===== src/include/uart_cfg.svh =====
`ifndef UART_CFG_SVH
`define UART_CFG_SVH

// serial frame format, shared by receiver and transmitter.

`define UART_CLOCK_DIVIDER 8  // clock cycles per serial bit.

`define UART_DATA_BITS 8  // 5 to 9 are supported.

`define UART_PARITY_BITS 1  // 1 adds an even parity bit after the data.

`define UART_STOP_BITS 1  // 1 or 2.

// start bit, data, parity and stop bits.
`define UART_FRAME_BITS (1 + `UART_DATA_BITS + `UART_PARITY_BITS + `UART_STOP_BITS)

`endif


===== src/hw/uart_pkg.sv =====
`default_nettype none

`include "uart_cfg.svh"

package uart_pkg;

    // one character on the parallel side.
    typedef logic [`UART_DATA_BITS-1:0] dataWord_t;

    // whole frame, start bit in bit 0.
    typedef logic [`UART_FRAME_BITS-1:0] frame_t;

    typedef logic [$clog2(`UART_FRAME_BITS)-1:0] bitIdx_t;  // bit position in a frame.

    typedef logic [$clog2(`UART_CLOCK_DIVIDER+1)-1:0] divCount_t;  // cycles within a bit.

    typedef enum logic [1:0] {
        RX_IDLE,
        RX_RECV,
        RX_DONE,
        RX_WAITIDLE
    } rxState_t;

    typedef enum logic {
        TX_IDLE,
        TX_SEND
    } txState_t;

endpackage

`default_nettype wire


===== src/hw/uartTx.sv =====
`timescale 1ns/1ps
`default_nettype none

`include "uart_cfg.svh"

module uartTx (
    input  wire logic                clk,
    input  wire logic                rst,
    input  wire uart_pkg::dataWord_t txData,
    input  wire logic                txStart,
    output logic                     txBusy,
    output logic                     txLine
);

    localparam int DataLsb   = 1;
    localparam int DataMsb   = `UART_DATA_BITS;
    localparam int ParityIdx = `UART_DATA_BITS + 1;

    localparam uart_pkg::divCount_t LastCount =
        uart_pkg::divCount_t'(`UART_CLOCK_DIVIDER - 1);
    localparam uart_pkg::bitIdx_t LastBit = uart_pkg::bitIdx_t'(`UART_FRAME_BITS - 1);

    uart_pkg::txState_t  state;
    uart_pkg::divCount_t divCount;
    uart_pkg::bitIdx_t   bitIdx;
    uart_pkg::frame_t    shiftReg;
    uart_pkg::frame_t    loadFrame;

    logic bitDone;
    logic startOk;

    ////////////////////
    // frame build
    ////////////////////

    always_comb begin
        loadFrame                  = '1;  // stop bits.
        loadFrame[0]               = 1'b0;  // start bit.
        loadFrame[DataMsb:DataLsb] = txData;
        if (`UART_PARITY_BITS != 0) begin
            loadFrame[ParityIdx] = ^txData;
        end
    end

    assign startOk = txStart && (state == uart_pkg::TX_IDLE);  // dropped while busy.
    assign bitDone = (divCount == LastCount);

    assign txBusy = (state == uart_pkg::TX_SEND);
    assign txLine = (state == uart_pkg::TX_SEND) ? shiftReg[0] : 1'b1;

    ////////////////////
    // bit timing
    ////////////////////

    always_ff @(posedge clk or posedge rst) begin
        if (rst) begin
            state    <= uart_pkg::TX_IDLE;
            divCount <= '0;
            bitIdx   <= '0;
        end else begin
            unique case (state)
                uart_pkg::TX_IDLE: begin
                    divCount <= '0;
                    bitIdx   <= '0;
                    if (startOk) begin
                        state <= uart_pkg::TX_SEND;
                    end
                end
                uart_pkg::TX_SEND: begin
                    if (bitDone) begin
                        divCount <= '0;
                        bitIdx   <= bitIdx + 1'b1;
                        if (bitIdx == LastBit) begin
                            state <= uart_pkg::TX_IDLE;  // last stop bit held in full.
                        end
                    end else begin
                        divCount <= divCount + 1'b1;
                    end
                end
                default: begin
                    state <= uart_pkg::TX_IDLE;
                end
            endcase
        end
    end

    // lsb goes out first, idle level fills from the top.
    always_ff @(posedge clk) begin
        if (startOk) begin
            shiftReg <= loadFrame;
        end else if (state == uart_pkg::TX_SEND && bitDone) begin
            shiftReg <= {1'b1, shiftReg[`UART_FRAME_BITS-1:1]};
        end
    end

endmodule

`default_nettype wire


===== src/hw/uartRx.sv =====
`timescale 1ns/1ps
`default_nettype none

`include "uart_cfg.svh"

module uartRx (
    input  wire logic          clk,
    input  wire logic          rst,
    input  wire logic          rxLine,
    output uart_pkg::dataWord_t rxData,
    output logic               rxValid,
    output logic               rxBreak,
    output logic               rxError
);

    localparam int DataLsb   = 1;
    localparam int DataMsb   = `UART_DATA_BITS;
    localparam int ParityIdx = `UART_DATA_BITS + 1;
    localparam int StopLsb   = `UART_DATA_BITS + `UART_PARITY_BITS + 1;
    localparam int StopMsb   = `UART_FRAME_BITS - 1;

    localparam uart_pkg::divCount_t HalfCount =
        uart_pkg::divCount_t'(`UART_CLOCK_DIVIDER / 2);
    localparam uart_pkg::divCount_t LastCount =
        uart_pkg::divCount_t'(`UART_CLOCK_DIVIDER - 1);
    localparam uart_pkg::bitIdx_t LastBit = uart_pkg::bitIdx_t'(`UART_FRAME_BITS - 1);

    logic lineMeta;  // first synchronizer stage.
    logic lineSync;

    uart_pkg::rxState_t  state;
    uart_pkg::rxState_t  nextState;
    uart_pkg::divCount_t divCount;
    uart_pkg::bitIdx_t   bitIdx;
    uart_pkg::frame_t    frameReg;

    logic bitDone;
    logic lastSample;
    logic stopOk;
    logic parityOk;
    logic frameZero;

    ////////////////////
    // input synchronizer
    ////////////////////

    always_ff @(posedge clk) begin
        lineMeta <= rxLine;
        lineSync <= lineMeta;
    end

    assign bitDone    = (divCount == LastCount);  // mid-bit sample point.
    assign lastSample = (state == uart_pkg::RX_RECV) && bitDone && (bitIdx == LastBit);

    ////////////////////
    // frame check
    ////////////////////

    assign stopOk    = &frameReg[StopMsb:StopLsb];
    assign frameZero = (frameReg == '0);

    always_comb begin
        if (`UART_PARITY_BITS == 0) begin
            parityOk = 1'b1;
        end else begin
            parityOk = ((^frameReg[DataMsb:DataLsb]) == frameReg[ParityIdx]);  // even.
        end
    end

    always_comb begin
        nextState = state;
        rxValid   = 1'b0;
        rxBreak   = 1'b0;
        rxError   = 1'b0;
        unique case (state)
            uart_pkg::RX_IDLE: begin
                if (!lineSync) begin
                    nextState = uart_pkg::RX_RECV;  // start edge.
                end
            end
            uart_pkg::RX_RECV: begin
                if (lastSample) begin
                    nextState = uart_pkg::RX_DONE;
                end
            end
            uart_pkg::RX_DONE: begin
                if (stopOk && parityOk) begin
                    rxValid = 1'b1;
                end else if (frameZero) begin
                    rxBreak = 1'b1;
                end else begin
                    rxError = 1'b1;
                end
                // a low stop bit means the line may still be held low.
                if (frameReg[StopMsb]) begin
                    nextState = uart_pkg::RX_IDLE;
                end else begin
                    nextState = uart_pkg::RX_WAITIDLE;
                end
            end
            uart_pkg::RX_WAITIDLE: begin
                if (lineSync) begin
                    nextState = uart_pkg::RX_IDLE;
                end
            end
            default: begin
                nextState = uart_pkg::RX_IDLE;
            end
        endcase
    end

    ////////////////////
    // counters and state
    ////////////////////

    always_ff @(posedge clk or posedge rst) begin
        if (rst) begin
            state    <= uart_pkg::RX_IDLE;
            divCount <= HalfCount;
            bitIdx   <= '0;
        end else begin
            state <= nextState;
            if (state != uart_pkg::RX_RECV) begin
                divCount <= HalfCount;  // preset so samples land mid-bit.
                bitIdx   <= '0;
            end else if (bitDone) begin
                divCount <= '0;
                bitIdx   <= bitIdx + 1'b1;
            end else begin
                divCount <= divCount + 1'b1;
            end
        end
    end

    always_ff @(posedge clk) begin
        if (state == uart_pkg::RX_RECV && bitDone) begin
            frameReg[bitIdx] <= lineSync;
        end
        if (lastSample) begin
            rxData <= frameReg[DataMsb:DataLsb];  // data bits are complete by now.
        end
    end

endmodule

`default_nettype wire


===== src/hw/uartTop.sv =====
`timescale 1ns/1ps
`default_nettype none

module uartTop (
    input  wire logic                clk,
    input  wire logic                rst,

    // transmit side.
    input  wire uart_pkg::dataWord_t txData,
    input  wire logic                txStart,
    output logic                     txBusy,
    output logic                     txLine,

    // receive side.
    input  wire logic                rxLine,
    output uart_pkg::dataWord_t      rxData,
    output logic                     rxValid,
    output logic                     rxBreak,
    output logic                     rxError
);

    ////////////////////
    // transmitter
    ////////////////////

    uartTx i_uartTx (
        .clk     (clk),
        .rst     (rst),
        .txData  (txData),
        .txStart (txStart),
        .txBusy  (txBusy),
        .txLine  (txLine)
    );

    ////////////////////
    // receiver
    ////////////////////

    // independent line, only a testbench ties it to txLine.
    uartRx i_uartRx (
        .clk     (clk),
        .rst     (rst),
        .rxLine  (rxLine),
        .rxData  (rxData),
        .rxValid (rxValid),
        .rxBreak (rxBreak),
        .rxError (rxError)
    );

endmodule

`default_nettype wire


===== config.mk =====
export PLATFORM = sky130hd
export DESIGN_NAME = uartTop
export DESIGN_NICKNAME = d
export VERILOG_FILES = /design/src/hw/uart_pkg.sv /design/src/hw/uartTx.sv /design/src/hw/uartRx.sv /design/src/hw/uartTop.sv
export VERILOG_INCLUDE_DIRS = /design/src /design/src/include
export SDC_FILE = /design/constraint.sdc
export NUM_CORES = 1
export LEC_CHECK = 0
export ABC_AREA = 1
export BUFFER_PORTS_ARGS = -buffer_cell sky130_fd_sc_hd__buf_2
export CAP_MARGIN = 10
export CORE_MARGIN = 1
export CORE_UTILIZATION = 58
export DETAILED_ROUTE_END_ITERATION = 12
export PLACE_DENSITY_LB_ADDON = 0.1
export SYNTH_ARGS = -nofsm -noshare
export SYNTH_HDL_FRONTEND = slang
export SYNTH_HIERARCHICAL = 1
export SYNTH_SLANG_ARGS = --single-unit

===== constraint.sdc =====
create_clock -name clk -period 2.2 [get_ports clk]
set_clock_uncertainty 0.15 [all_clocks]
set_input_delay 0.11 -clock clk [delete_from_list [all_inputs] [get_ports clk]]
set_output_delay 0.11 -clock clk [all_outputs]
set_load 0.005 [all_outputs]

==> results of run 1 <==
## layer usage
layer | track usage (%) | vias to the layer above
li1 | - | 937
met1 | 24.81 | 803
met2 | 35.13 | 33
met3 | 6.250 | 4
met4 | 6.117 | 0
met5 | 0 | -
## cell usage in the layout, fill, tap and decap left out, types with 3 or more instances in the layout
cell type / count
sky130_fd_sc_hd__edfxtp_1: 28
sky130_fd_sc_hd__nor3_1: 10
sky130_fd_sc_hd__dlygate4sd3_1: 5
sky130_fd_sc_hd__o21ai_1: 9
sky130_fd_sc_hd__buf_2: 24
sky130_fd_sc_hd__a21oi_1: 7
sky130_fd_sc_hd__inv_1: 50
sky130_fd_sc_hd__o21ai_0: 12
sky130_fd_sc_hd__clkbuf_8: 5
sky130_fd_sc_hd__nor2_1: 19
sky130_fd_sc_hd__ha_1: 8
sky130_fd_sc_hd__nand2_1: 66
sky130_fd_sc_hd__nand2_4: 3
sky130_fd_sc_hd__dfxtp_1: 3
sky130_fd_sc_hd__nand3_1: 18
sky130_fd_sc_hd__dfrtp_1: 18
sky130_fd_sc_hd__inv_2: 3
## through the flow
| step | util (%) | std cells |
|---|---|---|
| final | 68.12 | 357 |
| after global routing | 68.12 | 357 |
| after CTS | 68.12 | 357 |
| after detailed placement | 64.85 | 344 |
| after global placement | 64.85 | 344 |
| after floorplan | - | 273 |
## flip-flops by register name (all words and copies together) (netlist names)
register,flops
i_uartRx/bitIdx,4
i_uartRx/divCount,4
i_uartRx/frameReg,11
i_uartRx/lineMeta,1
i_uartRx/lineSync,1
i_uartRx/rxData,8
i_uartRx/state,2
i_uartTx/bitIdx,4
i_uartTx/divCount,4
i_uartTx/shiftReg,10
i_uartTx/txBusy,1
## cells by family (layout without fill, tap and decap cells)
group / count (synthesis) / after routing / share of synthesized area [%]
AO/OA/AOI/OAI: 31 / 31 / 6.865
XOR/XNOR: 4 / 4 / 1.414
adder cells (fa/ha/maj): 8 / 8 / 4.039
AND/OR/NAND/NOR: 123 / 123 / 22.62
flip-flops: 50 / 50 / 55.58
buffers and inverters: 57 / 91 / 9.490
## cell type report
cell class,instances,area (µm²)
sequential,50,1378
fill,343,1294
multi-input combinational,166,865.8
inverter,54,205.2
timing repair buffer,29,170.2
clock buffer,6,72.57
tap,50,62.56
clock inverter,2,10.01
## worst max-delay path by stage
stage	startpoint	to	slack, ps	cells past startpoint
final	i_uartTx/divCount[0]	i_uartTx/shiftReg[3]	370	7
after global routing	i_uartRx/frameReg[2]	rxError	160	12
after CTS	i_uartTx/divCount[0]	i_uartTx/shiftReg[3]	360	7
after detailed placement	i_uartTx/divCount[0]	i_uartTx/shiftReg[7]	380	7
after global placement	i_uartTx/divCount[0]	i_uartTx/shiftReg[6]	430	7
after floorplan	i_uartRx/divCount[2]	i_uartRx/frameReg[10]	620	6
## critical path, cell delays in order (launching register included)
cell	delay (ps)
sky130_fd_sc_hd__dfrtp_1	380
sky130_fd_sc_hd__ha_1	160
sky130_fd_sc_hd__nand2_1	60
sky130_fd_sc_hd__inv_2	70
sky130_fd_sc_hd__nand2_4	60
sky130_fd_sc_hd__inv_4	130
sky130_fd_sc_hd__nand2_1	120
sky130_fd_sc_hd__nand2_1	360
## where the power goes
part,switching (mW),internal (mW),total [mW]
clock network,0.269,0.221,0.490
logic,0.0331,0.0247,0.0578
registers,0.00327,0.985,0.989
==> metrics.md, run 1 <==
| Metric | Value |
|---|---|
| Critical Path End Type | `flip-flop` |
| Register area share after synthesis | `55.58%` |
| RSZ-0062 raised after global routing | `no` |
| Synthesized area per cell | `between 9 and 10 µm²` |
| Critical Path AT | `between 1500 and 2000 ps` |
| Final GP Congestion | `0.8247` |
| DRC Markers | `0` |
| Worst endpoint required time | `roughly 2000 ps` |
| Worst max-slew margin expressed relative to the limit | `63.31%` |
| Count leader, synth | `sky130_fd_sc_hd__nand2_1` |
| Kind of launch point of the worst setup path | `flip-flop` |
| Final worst path period need | `1826 ps` |
| Iteration count of the initial detailed-routing pass | `5` |
| Final Hold Slack | `21.87 ps` |
| Final slew viol count | `0` |
| Total clock sinks | `50` |
| Total grt overflow | `0` |
| Most used flip-flop cell after synthesis | `sky130_fd_sc_hd__edfxtp_1` |
| Row count | `23` |
| Antenna violations before repair | `0` |
| Number of maximum-capacitance constraint violations | `0` |
| Vertical die dimension | `67.37 µm` |
| Vias per inst | `between 4 and 5` |
| Endpoints failing setup | `0` |
| Number of buffers on the longest clock path | `2` |
| Share of the clock period used by the worst path after layout | `83.01%` |
| Via count | `roughly 1,800` |
| Min-delay src | `txData[6]` |
| Hold Path Cell Cnt | `3` |
| Static Leak | `1.363 nW` |
| Total core area | `between 0.004 and 0.005 mm²` |
| Highest clock frequency the design can meet | `547.6 MHz` |
| Share of async-settable or async-resettable flops after synthesis | `a little under two fifths` |
| Clock transition at path regs | `80 ps` |
| Share of layout cells above drive strength 1 | `15.64%` |
| Synth warn | `6` |
| First-pass GRT wire length | `just under 7000 µm` |
| WL met2 | `1861 µm` |
| Total power density per cell area | `555.8 mW/mm²` |
| DR iter-0 viols | `73` |
| Highest net fanout along the worst path | `12` |
| Post-synth design cell area | `0.002479 mm²` |
| Depth of the most critical reg-to-reg path | `7` |
| Classification of the worst setup path | `reg -> reg` |
| Power, Total | `1.536 mW` |
| Final number of hold-violating endpoints | `0` |
| Clock tree from TritonCTS | `built` |
| Register-to-Register Setup Slack | `between 300 and 400 ps` |
| Number of nets with antenna violations after detailed routing | `0` |
| Instance count of the mapped netlist | `273` |
| Capturing point of the worst reg2reg path | `i_uartTx/shiftReg[3]` |
| Count of buffers from port buffering | `24` |
| Wire length on met1 | `roughly 1900 µm` |
| Sink of the worst hold path | `i_uartTx/shiftReg[7]` |
| Later-pin clock latency in the skew report | `290 ps` |
| Worst hold-check path type | `in -> reg` |
| Io pins | `25` |
| Avg WL per Cell | `around 11 µm` |
| Max rail drop VDD | `494.1 µV` |
| Die width | `67.37 µm` |
| Number of different library cells in the post-synthesis netlist | `27` |
| Final total negative setup slack | `0 ps` |
| Number of clock buffers inserted by TritonCTS | `5` |
| Via count of the first global-routing pass | `1,686` |
| Finished layout cell area | `0.002764 mm²` |
| Placed wire-length estimate after detailed placement | `around 3000 µm` |
| Number of flops mapped to enable cells by yosys | `28` |
| Share of Yosys cell area claimed by the top area cell type | `33.92%` |
| Wire length on met3 | `approximately 120 µm` |
| All-Layer GR Usage | `20.56%` |
| Total Die Area | `0.004539 mm²` |
| Status | `finished clean` |
| Pin count of the biggest net entering global routing | `19` |
| Number of diodes | `0` |
| Area Growth Syn to Fin | `11.51%` |
| Worst setup slack before clock tree synthesis | `377.7 ps` |
| DR top layer | `met4` |
| Synth top area cells | `sky130_fd_sc_hd__edfxtp_1 (34%), sky130_fd_sc_hd__dfrtp_1 (18%), sky130_fd_sc_hd__nand2_1 (10%)` |
| Register bit total from synthesis | `50` |
| Starting Density | `61.09%` |
| Clock Tree Root | `sky130_fd_sc_hd__clkbuf_8` |
| Nets@finish | `326` |
| Quantity of hold-fixing buffers added after cts | `5` |
| Slew of the pin with the lowest slew margin | `550.3 ps` |
| Post-CTS Setup Inserts | `0` |
| Count of instances resized after the clock tree is built | `0` |
| Post-synth top cells | `sky130_fd_sc_hd__nand2_1 (66), sky130_fd_sc_hd__inv_1 (50), sky130_fd_sc_hd__edfxtp_1 (28), sky130_fd_sc_hd__nor2_1 (19)` |
| Routed Wire Length | `around 3900 µm` |
| RR Startpoint | `i_uartTx/divCount[0]` |
| Net count of the mapped netlist | `293` |
| Cell accounting for the most synthesized area | `sky130_fd_sc_hd__edfxtp_1` |
| Area after detailed placement | `~0.0026 mm²` |
| Count of H-tree levels built during CTS | `2` |
| Worst Setup Slack, final | `roughly 370 ps` |
Note: power is estimated with default switching activity, not from simulation.
==> inputs of run 2 (changes only) <==
--- a/config.mk
+++ b/config.mk
@@ -6,11 +6,11 @@
 export SDC_FILE = /design/constraint.sdc
 export NUM_CORES = 1
 export LEC_CHECK = 0
-export ABC_AREA = 1
+export ABC_AREA = 0
 export BUFFER_PORTS_ARGS = -buffer_cell sky130_fd_sc_hd__buf_2
 export CAP_MARGIN = 10
 export CORE_MARGIN = 1
-export CORE_UTILIZATION = 58
+export CORE_UTILIZATION = 52
 export DETAILED_ROUTE_END_ITERATION = 12
 export PLACE_DENSITY_LB_ADDON = 0.1
 export SYNTH_ARGS = -nofsm -noshare
==> constraint.sdc (replaced) <==
create_clock -name clk -period 1.6 [get_ports clk]
set_clock_uncertainty 0.15 [all_clocks]
set_input_delay 0.08 -clock clk [delete_from_list [all_inputs] [get_ports clk]]
set_output_delay 0.08 -clock clk [all_outputs]
set_load 0.005 [all_outputs]
==> metrics.md, run 2 <==
| Metric | Value |
|---|---|
| Compound-Gate Fraction of Synth Area | `roughly 5.4%` |
| Io pins | `25` |
| Finished layout cell area | `0.003012 mm²` |
| Final worst path period need | `roughly 2200 ps` |
| Register with the highest flop count | `i_uartRx/frameReg` |
| Area after detailed placement | `0.002629 mm²` |
| Proportion of synthesized area in mux cells | `less than 1%` |
| Status | `complete, but fails checks` |
| Number of buffers on the longest clock path | `2` |
| Most common cell after layout, fill and taps aside | `sky130_fd_sc_hd__buf_4` |
| Count of buffers from port buffering | `24` |
| Depth of the most critical reg-to-reg path | `5` |
| Simple-gate share of the synthesized area | `16.99%` |
| DRC Markers | `0` |
| Classification of the worst setup path | `reg -> out` |
| Vertical die dimension | `68.36 µm` |
| Total power density per cell area | `721.6 mW/mm²` |
| Post-synth top cells | `sky130_fd_sc_hd__edfxtp_1 (28), sky130_fd_sc_hd__nand2_1 (19), sky130_fd_sc_hd__dfrtp_1 (18), sky130_fd_sc_hd__and2_1 (17), sky130_fd_sc_hd__xnor2_1 (13)` |
| Total grt overflow | `0` |
| Worst max-slew margin expressed relative to the limit | `61.74%` |
| Worst hold-check path type | `in -> async` |
| Part of the power in combinational logic | `3.9%` |
| Register bit total from synthesis | `50` |
| Area Growth Syn to Fin | `31.53%` |
| Share of layout cells above drive strength 1 | `36.36%` |
| Antenna violations before repair | `0` |
| Starting Density | `55.64%` |
| Number of nets with antenna violations after detailed routing | `0` |
| Count of H-tree levels built during CTS | `2` |
| Share of the clock period used by the worst path after layout | `135.4%` |
| Post-synthesis adder-cell area fraction | `4.372%` |
| Via count | `1,574` |
| Register area share after synthesis | `roughly 60%` |
| Highest net fanout along the worst path | `3` |
| Critical Path End Type | `output pin` |
| Reported net switching power | `0.4455 mW` |
| Synth warn | `6` |
| RR Startpoint | `i_uartRx/divCount[0]` |
| Final GP Congestion | `0.8258` |
| Via count of the first global-routing pass | `1,595` |
| RSZ-0062 raised after global routing | `yes` |
| Worst Setup Slack, final | `-566.3 ps` |
| All-Layer GR Usage | `21.19%` |
| Number of different library cells in the post-synthesis netlist | `37` |
| Cell accounting for the most synthesized area | `sky130_fd_sc_hd__edfxtp_1` |
| Number of maximum-capacitance constraint violations | `0` |
| Xor and xnor fraction of the mapped netlist area | `9.290%` |
| Util after Layout | `73.18%` |
| Final number of hold-violating endpoints | `0` |
| Clock power share | `roughly 34%` |
| Avg WL per Cell | `14.75 µm` |
| Clock transition at path regs | `~90 ps` |
| First-pass GRT wire length | `6948 µm` |
| Iteration count of the initial detailed-routing pass | `4` |
| Total clock sinks | `50` |
| Nets@finish | `272` |
| Static Leak | `1.261 nW` |
| Post-synth design cell area | `about 0.0023 mm²` |
| Max rail drop VDD | `444.9 µV` |
| Critical Path AT | `slightly below 2000 ps` |
| Switching Fraction | `between 20% and 30%` |
| Flip-flop count of the largest register, all copies and words added | `11` |
| Number of clock buffers inserted by TritonCTS | `5` |
| Placed wire-length estimate after detailed placement | `3052 µm` |
| Number of diodes | `0` |
| Clock Tree Root | `sky130_fd_sc_hd__clkbuf_8` |
| Most used cells in the layout excluding fill and tap cells | `sky130_fd_sc_hd__buf_4 (30), sky130_fd_sc_hd__edfxtp_1 (28), sky130_fd_sc_hd__buf_2 (24)` |
| Total Die Area | `0.004672 mm²` |
| Number of flops mapped to enable cells by yosys | `28` |
| Instance count of the mapped netlist | `between 150 and 200` |
| Count leader, synth | `sky130_fd_sc_hd__edfxtp_1` |
| Share of Yosys cell area claimed by the top area cell type | `36.72%` |
| Worst endpoint required time | `1370 ps` |
| Sequential fraction of design power | `62.6%` |
| Endpoints failing setup | `28` |
| Synth top area cells | `sky130_fd_sc_hd__edfxtp_1 (37%), sky130_fd_sc_hd__dfrtp_1 (20%), sky130_fd_sc_hd__xnor2_1 (5.0%)` |
| Capturing point of the worst reg2reg path | `i_uartRx/frameReg[7]` |
| Net count of the mapped netlist | `between 200 and 250` |
| Later-pin clock latency in the skew report | `310 ps` |
| Dominant combinational cell family by area after synthesis | `simple AND/OR/NAND/NOR gates` |
| Highest clock frequency the design can meet | `461.6 MHz` |
| Kind of launch point of the worst setup path | `flip-flop` |
| Vias per inst | `5.195` |
| Slew of the pin with the lowest slew margin | `572.7 ps` |
| Most used flip-flop cell after synthesis | `sky130_fd_sc_hd__edfxtp_1` |
| Routed Wire Length | `between 4000 and 5000 µm` |
| Clock tree from TritonCTS | `built` |
| Register-to-Register Setup Slack | `-70 ps` |
| Synthesized area per cell | `~13 µm²` |
| Row count | `23` |
| Top flop regs | `i_uartRx/frameReg x11, i_uartTx/shiftReg x10, i_uartRx/rxData x8` |
| Pin count of the biggest net entering global routing | `16` |
| DR iter-0 viols | `67` |
| Total core area | `0.004115 mm²` |
| Failing checks | `setup timing` |
| Final slew viol count | `0` |
| Final total negative setup slack | `-2165 ps` |
| Share of async-settable or async-resettable flops after synthesis | `38.00%` |
| Internal portion of total power | `approximately 1.7 mW` |
| Die width | `between 60 and 70 µm` |
## run 2: what timing repair did
action | in CTS | in global routing
cloned | 2 | 0
gates resized for setup | 16 | 8
hold buffers | 11 | 0
hold endpoints to repair | 29 | 0
buffers inserted | 5 | 5
pin swaps | 12 | 11
endpoints found under the setup margin | 25 | 45
## run 2: cell families (layout without fill, tap and decap cells)
logic type                 count (synthesis)  after routing
muxes                                      1              1
buffers and inverters                     15             85
xor gates and xnor gates                  21             21
DFF                                       50             50
and+or+nand+nor                           70             71
AOI/OAI and AO/OA                         17             17
adders and majority gates                  8              8
## run 2: power by group through the flow
| stage | registers [mW] | logic [mW] | clock network, mW |
|---|---|---|---|
| floorplan | 1.39 | 0.0358 | 0 |
| global placement | 1.39 | 0.0598 | 0 |
| detailed placement | 1.39 | 0.0629 | 0 |
| CTS | 1.36 | 0.0842 | 0.743 |
| global route | 1.36 | 0.0926 | 0.800 |
| finish | 1.36 | 0.0838 | 0.730 |
## run 2: final cells by class
type,instances,area [µm²]
clock inverter,1,7.507
fill,291,1104
timing repair inverter,1,7.507
inverter,9,36.28
tap,50,62.56
sequential,50,1378
multi-input combinational,118,962.2
timing repair buffer,67,478.0
clock buffer,7,80.08
## run 2: per-layer routing
metal  GRT usage (%)  vias up  wire, µm
li1                -      768         -
met1           23.92      764      1898
met2           37.75       35      2302
met3           4.000        7       185
met4           10.68        0        84
met5               0        -         0
## run 2: worst max-delay path by stage
| stage | cells past startpoint | slack [ps] | start | endpoint |
|---|---|---|---|---|
| floorplan | 6 | -110 | i_uartTx/divCount[0] | i_uartTx/shiftReg[1] |
| global route | 5 | -670 | i_uartRx/frameReg[8] | rxValid |
| finish | 5 | -570 | i_uartRx/frameReg[8] | rxValid |
| global placement | 5 | -120 | i_uartRx/frameReg[2] | rxValid |
| CTS | 5 | -570 | i_uartRx/frameReg[5] | rxError |
| detailed placement | 5 | -240 | i_uartRx/frameReg[2] | rxValid |
## run 2: critical path: stages (launching register included)
cell	delay, ps
sky130_fd_sc_hd__edfxtp_1	490
sky130_fd_sc_hd__xnor2_2	240
sky130_fd_sc_hd__xnor3_1	360
sky130_fd_sc_hd__mux2i_2	220
sky130_fd_sc_hd__nor3b_2	190
sky130_fd_sc_hd__buf_2	130
## run 2: stage by stage
stage | hold WS (ps) | instances | setup slack [ps] | power (mW)
floorplan | -242.1 | 182 | -108.1 | 1.422
global placement | -87.36 | 273 | -123.2 | 1.447
detailed placement | -79.74 | 273 | -244.7 | 1.451
CTS | 135.3 | 299 | -569.8 | 2.187
global route | 197.3 | 303 | -673.5 | 2.253
finish | 129.0 | 303 | -566.3 | 2.173
==> inputs of run 3 (changes only) <==
==> constraint.sdc (replaced) <==
create_clock -name clk -period 1.6 [get_ports clk]
set_clock_uncertainty 0.15 [all_clocks]
set_input_delay 0.32 -clock clk [delete_from_list [all_inputs] [get_ports clk]]
set_output_delay 0.32 -clock clk [all_outputs]
set_load 0.005 [all_outputs]
==> metrics.md, run 3 (synthesized netlist as in run 2, its figures left out) <==
| Metric | Value |
|---|---|
| Status | `complete, but fails checks` |
| Failing checks | `setup timing` |
| Util after Layout | `72.21%` |
| Final total negative setup slack | `-3220 ps` |
| Number of maximum-capacitance constraint violations | `0` |
| Worst endpoint required time | `1130 ps` |
| Total grt overflow | `0` |
| Iteration count of the initial detailed-routing pass | `4` |
| First-pass GRT wire length | `6775 µm` |
| Clock transition at path regs | `100 ps` |
| Avg WL per Cell | `between 10 and 15 µm` |
| Final number of hold-violating endpoints | `0` |
| Critical Path AT | `1870 ps` |
| Worst hold-check path type | `reg -> reg` |
| Total Die Area | `0.004672 mm²` |
| Total core area | `0.004115 mm²` |
| Register-to-Register Setup Slack | `-120 ps` |
| Critical Path End Type | `output pin` |
| Number of placed instances with taps included | `275` |
| Number of diodes | `0` |
| Clock tree from TritonCTS | `built` |
| Clock Tree Root | `sky130_fd_sc_hd__clkbuf_8` |
| Min-delay src | `i_uartRx/lineMeta` |
| Worst setup slack before clock tree synthesis | `-459.1 ps` |
| Starting Density | `55.64%` |
| Number of nets with antenna violations after detailed routing | `0` |
| Via count of the first global-routing pass | `1,521` |
| Final slew viol count | `0` |
| Top flop regs | `i_uartRx/frameReg x11, i_uartTx/shiftReg x10, i_uartRx/rxData x8` |
| Final GP Congestion | `0.8128` |
| Antenna violations before repair | `0` |
| Most used cells in the layout excluding fill and tap cells | `sky130_fd_sc_hd__buf_4 (30), sky130_fd_sc_hd__edfxtp_1 (28), sky130_fd_sc_hd__buf_2 (24)` |
| Classification of the worst setup path | `reg -> out` |
| Most common cell after layout, fill and taps aside | `sky130_fd_sc_hd__buf_4` |
| Routed Wire Length | `4300 µm` |
| Final worst path period need | `2339 ps` |
| Placed wire-length estimate after detailed placement | `a little under 3000 µm` |
| Area Growth Syn to Fin | `29.78%` |
| Hold Path Cell Cnt | `0` |
| Non-filler cells in the finished layout | `297` |
| RSZ-0062 raised after global routing | `yes` |
| Pin count of the biggest net entering global routing | `16` |
| Highest net fanout along the worst path | `2` |
| Vias per inst | `5.141` |
| Delay contributed by the slowest stage of the critical path | `420 ps` |
| DR iter-0 viols | `85` |
| Flip-flop count of the largest register, all copies and words added | `11` |
| Die width | `68.36 µm` |
| DRC Markers | `0` |
| Vertical die dimension | `68.36 µm` |
| Share of the clock period used by the worst path after layout | `146.2%` |
| Register with the highest flop count | `i_uartRx/frameReg` |
| Number of buffers on the longest clock path | `2` |
| Total power density per cell area | `around 730 mW/mm²` |
| Count of buffers from port buffering | `24` |
| Nets@finish | `266` |
| Critical Path Slowest Stage Cell | `sky130_fd_sc_hd__edfxtp_1` |
| Highest clock frequency the design can meet | `427.5 MHz` |
| Worst max-slew margin expressed relative to the limit | `59.10%` |
| Kind of launch point of the worst setup path | `flip-flop` |
| Count of H-tree levels built during CTS | `2` |
| Io pins | `25` |
| All-Layer GR Usage | `20.31%` |
| Final Hold Slack | `184.6 ps` |
| Later-pin clock latency in the skew report | `300 ps` |
| RR Startpoint | `i_uartRx/divCount[1]` |
| Max rail drop VDD | `553.2 µV` |
| Filler cells | `between 200 and 300` |
| Worst Setup Slack, final | `-739.3 ps` |
| Static Leak | `1.250 nW` |
| Depth of the most critical reg-to-reg path | `5` |
| Total clock sinks | `50` |
| Row count | `23` |
| Number of clock buffers inserted by TritonCTS | `5` |
| Endpoints failing setup | `30` |
| Sink of the worst hold path | `i_uartRx/lineSync` |
| Crit path cell chain | `xor2_1 > xnor3_1 > mux2i_2 > nor3b_2 > buf_2` |
| Capturing point of the worst reg2reg path | `i_uartRx/frameReg[4]` |
| Share of layout cells above drive strength 1 | `39.27%` |
| Via count | `1,527` |
| Slew of the pin with the lowest slew margin | `612.2 ps` |
## run 3: cell types whose count changed in the layout (fill, tap and decap cells not counted), moves of 2 or more
cell	before	now
sky130_fd_sc_hd__buf_6	2	4
sky130_fd_sc_hd__nor4_4	1	3
sky130_fd_sc_hd__dlygate4sd3_1	11	2
sky130_fd_sc_hd__nor4_2	3	0
sky130_fd_sc_hd__and2_4	6	9
sky130_fd_sc_hd__nand2_2	2	4
sky130_fd_sc_hd__and2_1	13	10
## run 3: worst max-delay path, delay by kind of cell (launching register included)
kind / cells / cell delay (ps)
xor gates and xnor gates: 2 / 570
DFF: 1 / 420
muxes: 1 / 250
and+or+nand+nor: 1 / 200
buffers and inverters: 1 / 130
## run 3: repair_timing
action,4_1_cts,5_1_grt
resized for setup,15,13
setup endpoints to repair,31,45
gates cloned,2,1
endpoints found under the hold margin,19,0
buffers inserted,7,3
pin swaps,8,10
hold buffers,2,0
## run 3: area by class of cell
cell class	count	area, µm²	area share [%]
Clock buffer	6	82.58	2.779
Clock inverter	2	12.51	0.4211
Inverter	9	36.28	1.221
Multi-Input combinational cell	119	982.2	33.05
Sequential cell	50	1378	46.36
Tap cell	50	62.56	2.105
Timing Repair Buffer	60	410.4	13.81
Timing Repair inverter	1	7.507	0.2526
## run 3: routing by layer
layer	routed length [µm]	GRT usage, %
met2	2201	36.03
met3	143	3.333
met5	0	0
met4	66	9.115
met1	1888	23.85
## run 3: worst max path at each step
stage	startpoint	slack, ps	to	depth (start not counted)
3_3_place_gp	i_uartRx/frameReg[4]	-370	rxError	5
6_report	i_uartRx/frameReg[5]	-740	rxValid	5
3_5_place_dp	i_uartRx/frameReg[4]	-460	rxValid	5
2_1_floorplan	i_uartRx/frameReg[4]	-230	rxError	4
4_1_cts	i_uartRx/frameReg[3]	-770	rxValid	5
5_1_grt	i_uartRx/frameReg[3]	-820	rxValid	5
## run 3: where the power goes
group          switching [mW]  internal, mW
Combinational          0.0346        0.0318
Sequential            0.00468          1.35
Clock                   0.409         0.349
## run 3: metrics by stage
| step | power, mW | cell area [µm²] |
|---|---|---|
| 3_3_place_gp | 1.447 | 2655 |
| 5_1_grt | 2.273 | 2972 |
| 2_1_floorplan | 1.422 | 2333 |
| 4_1_cts | 2.198 | 2903 |
| 6_report | 2.184 | 2972 |
| 3_5_place_dp | 1.449 | 2655 |
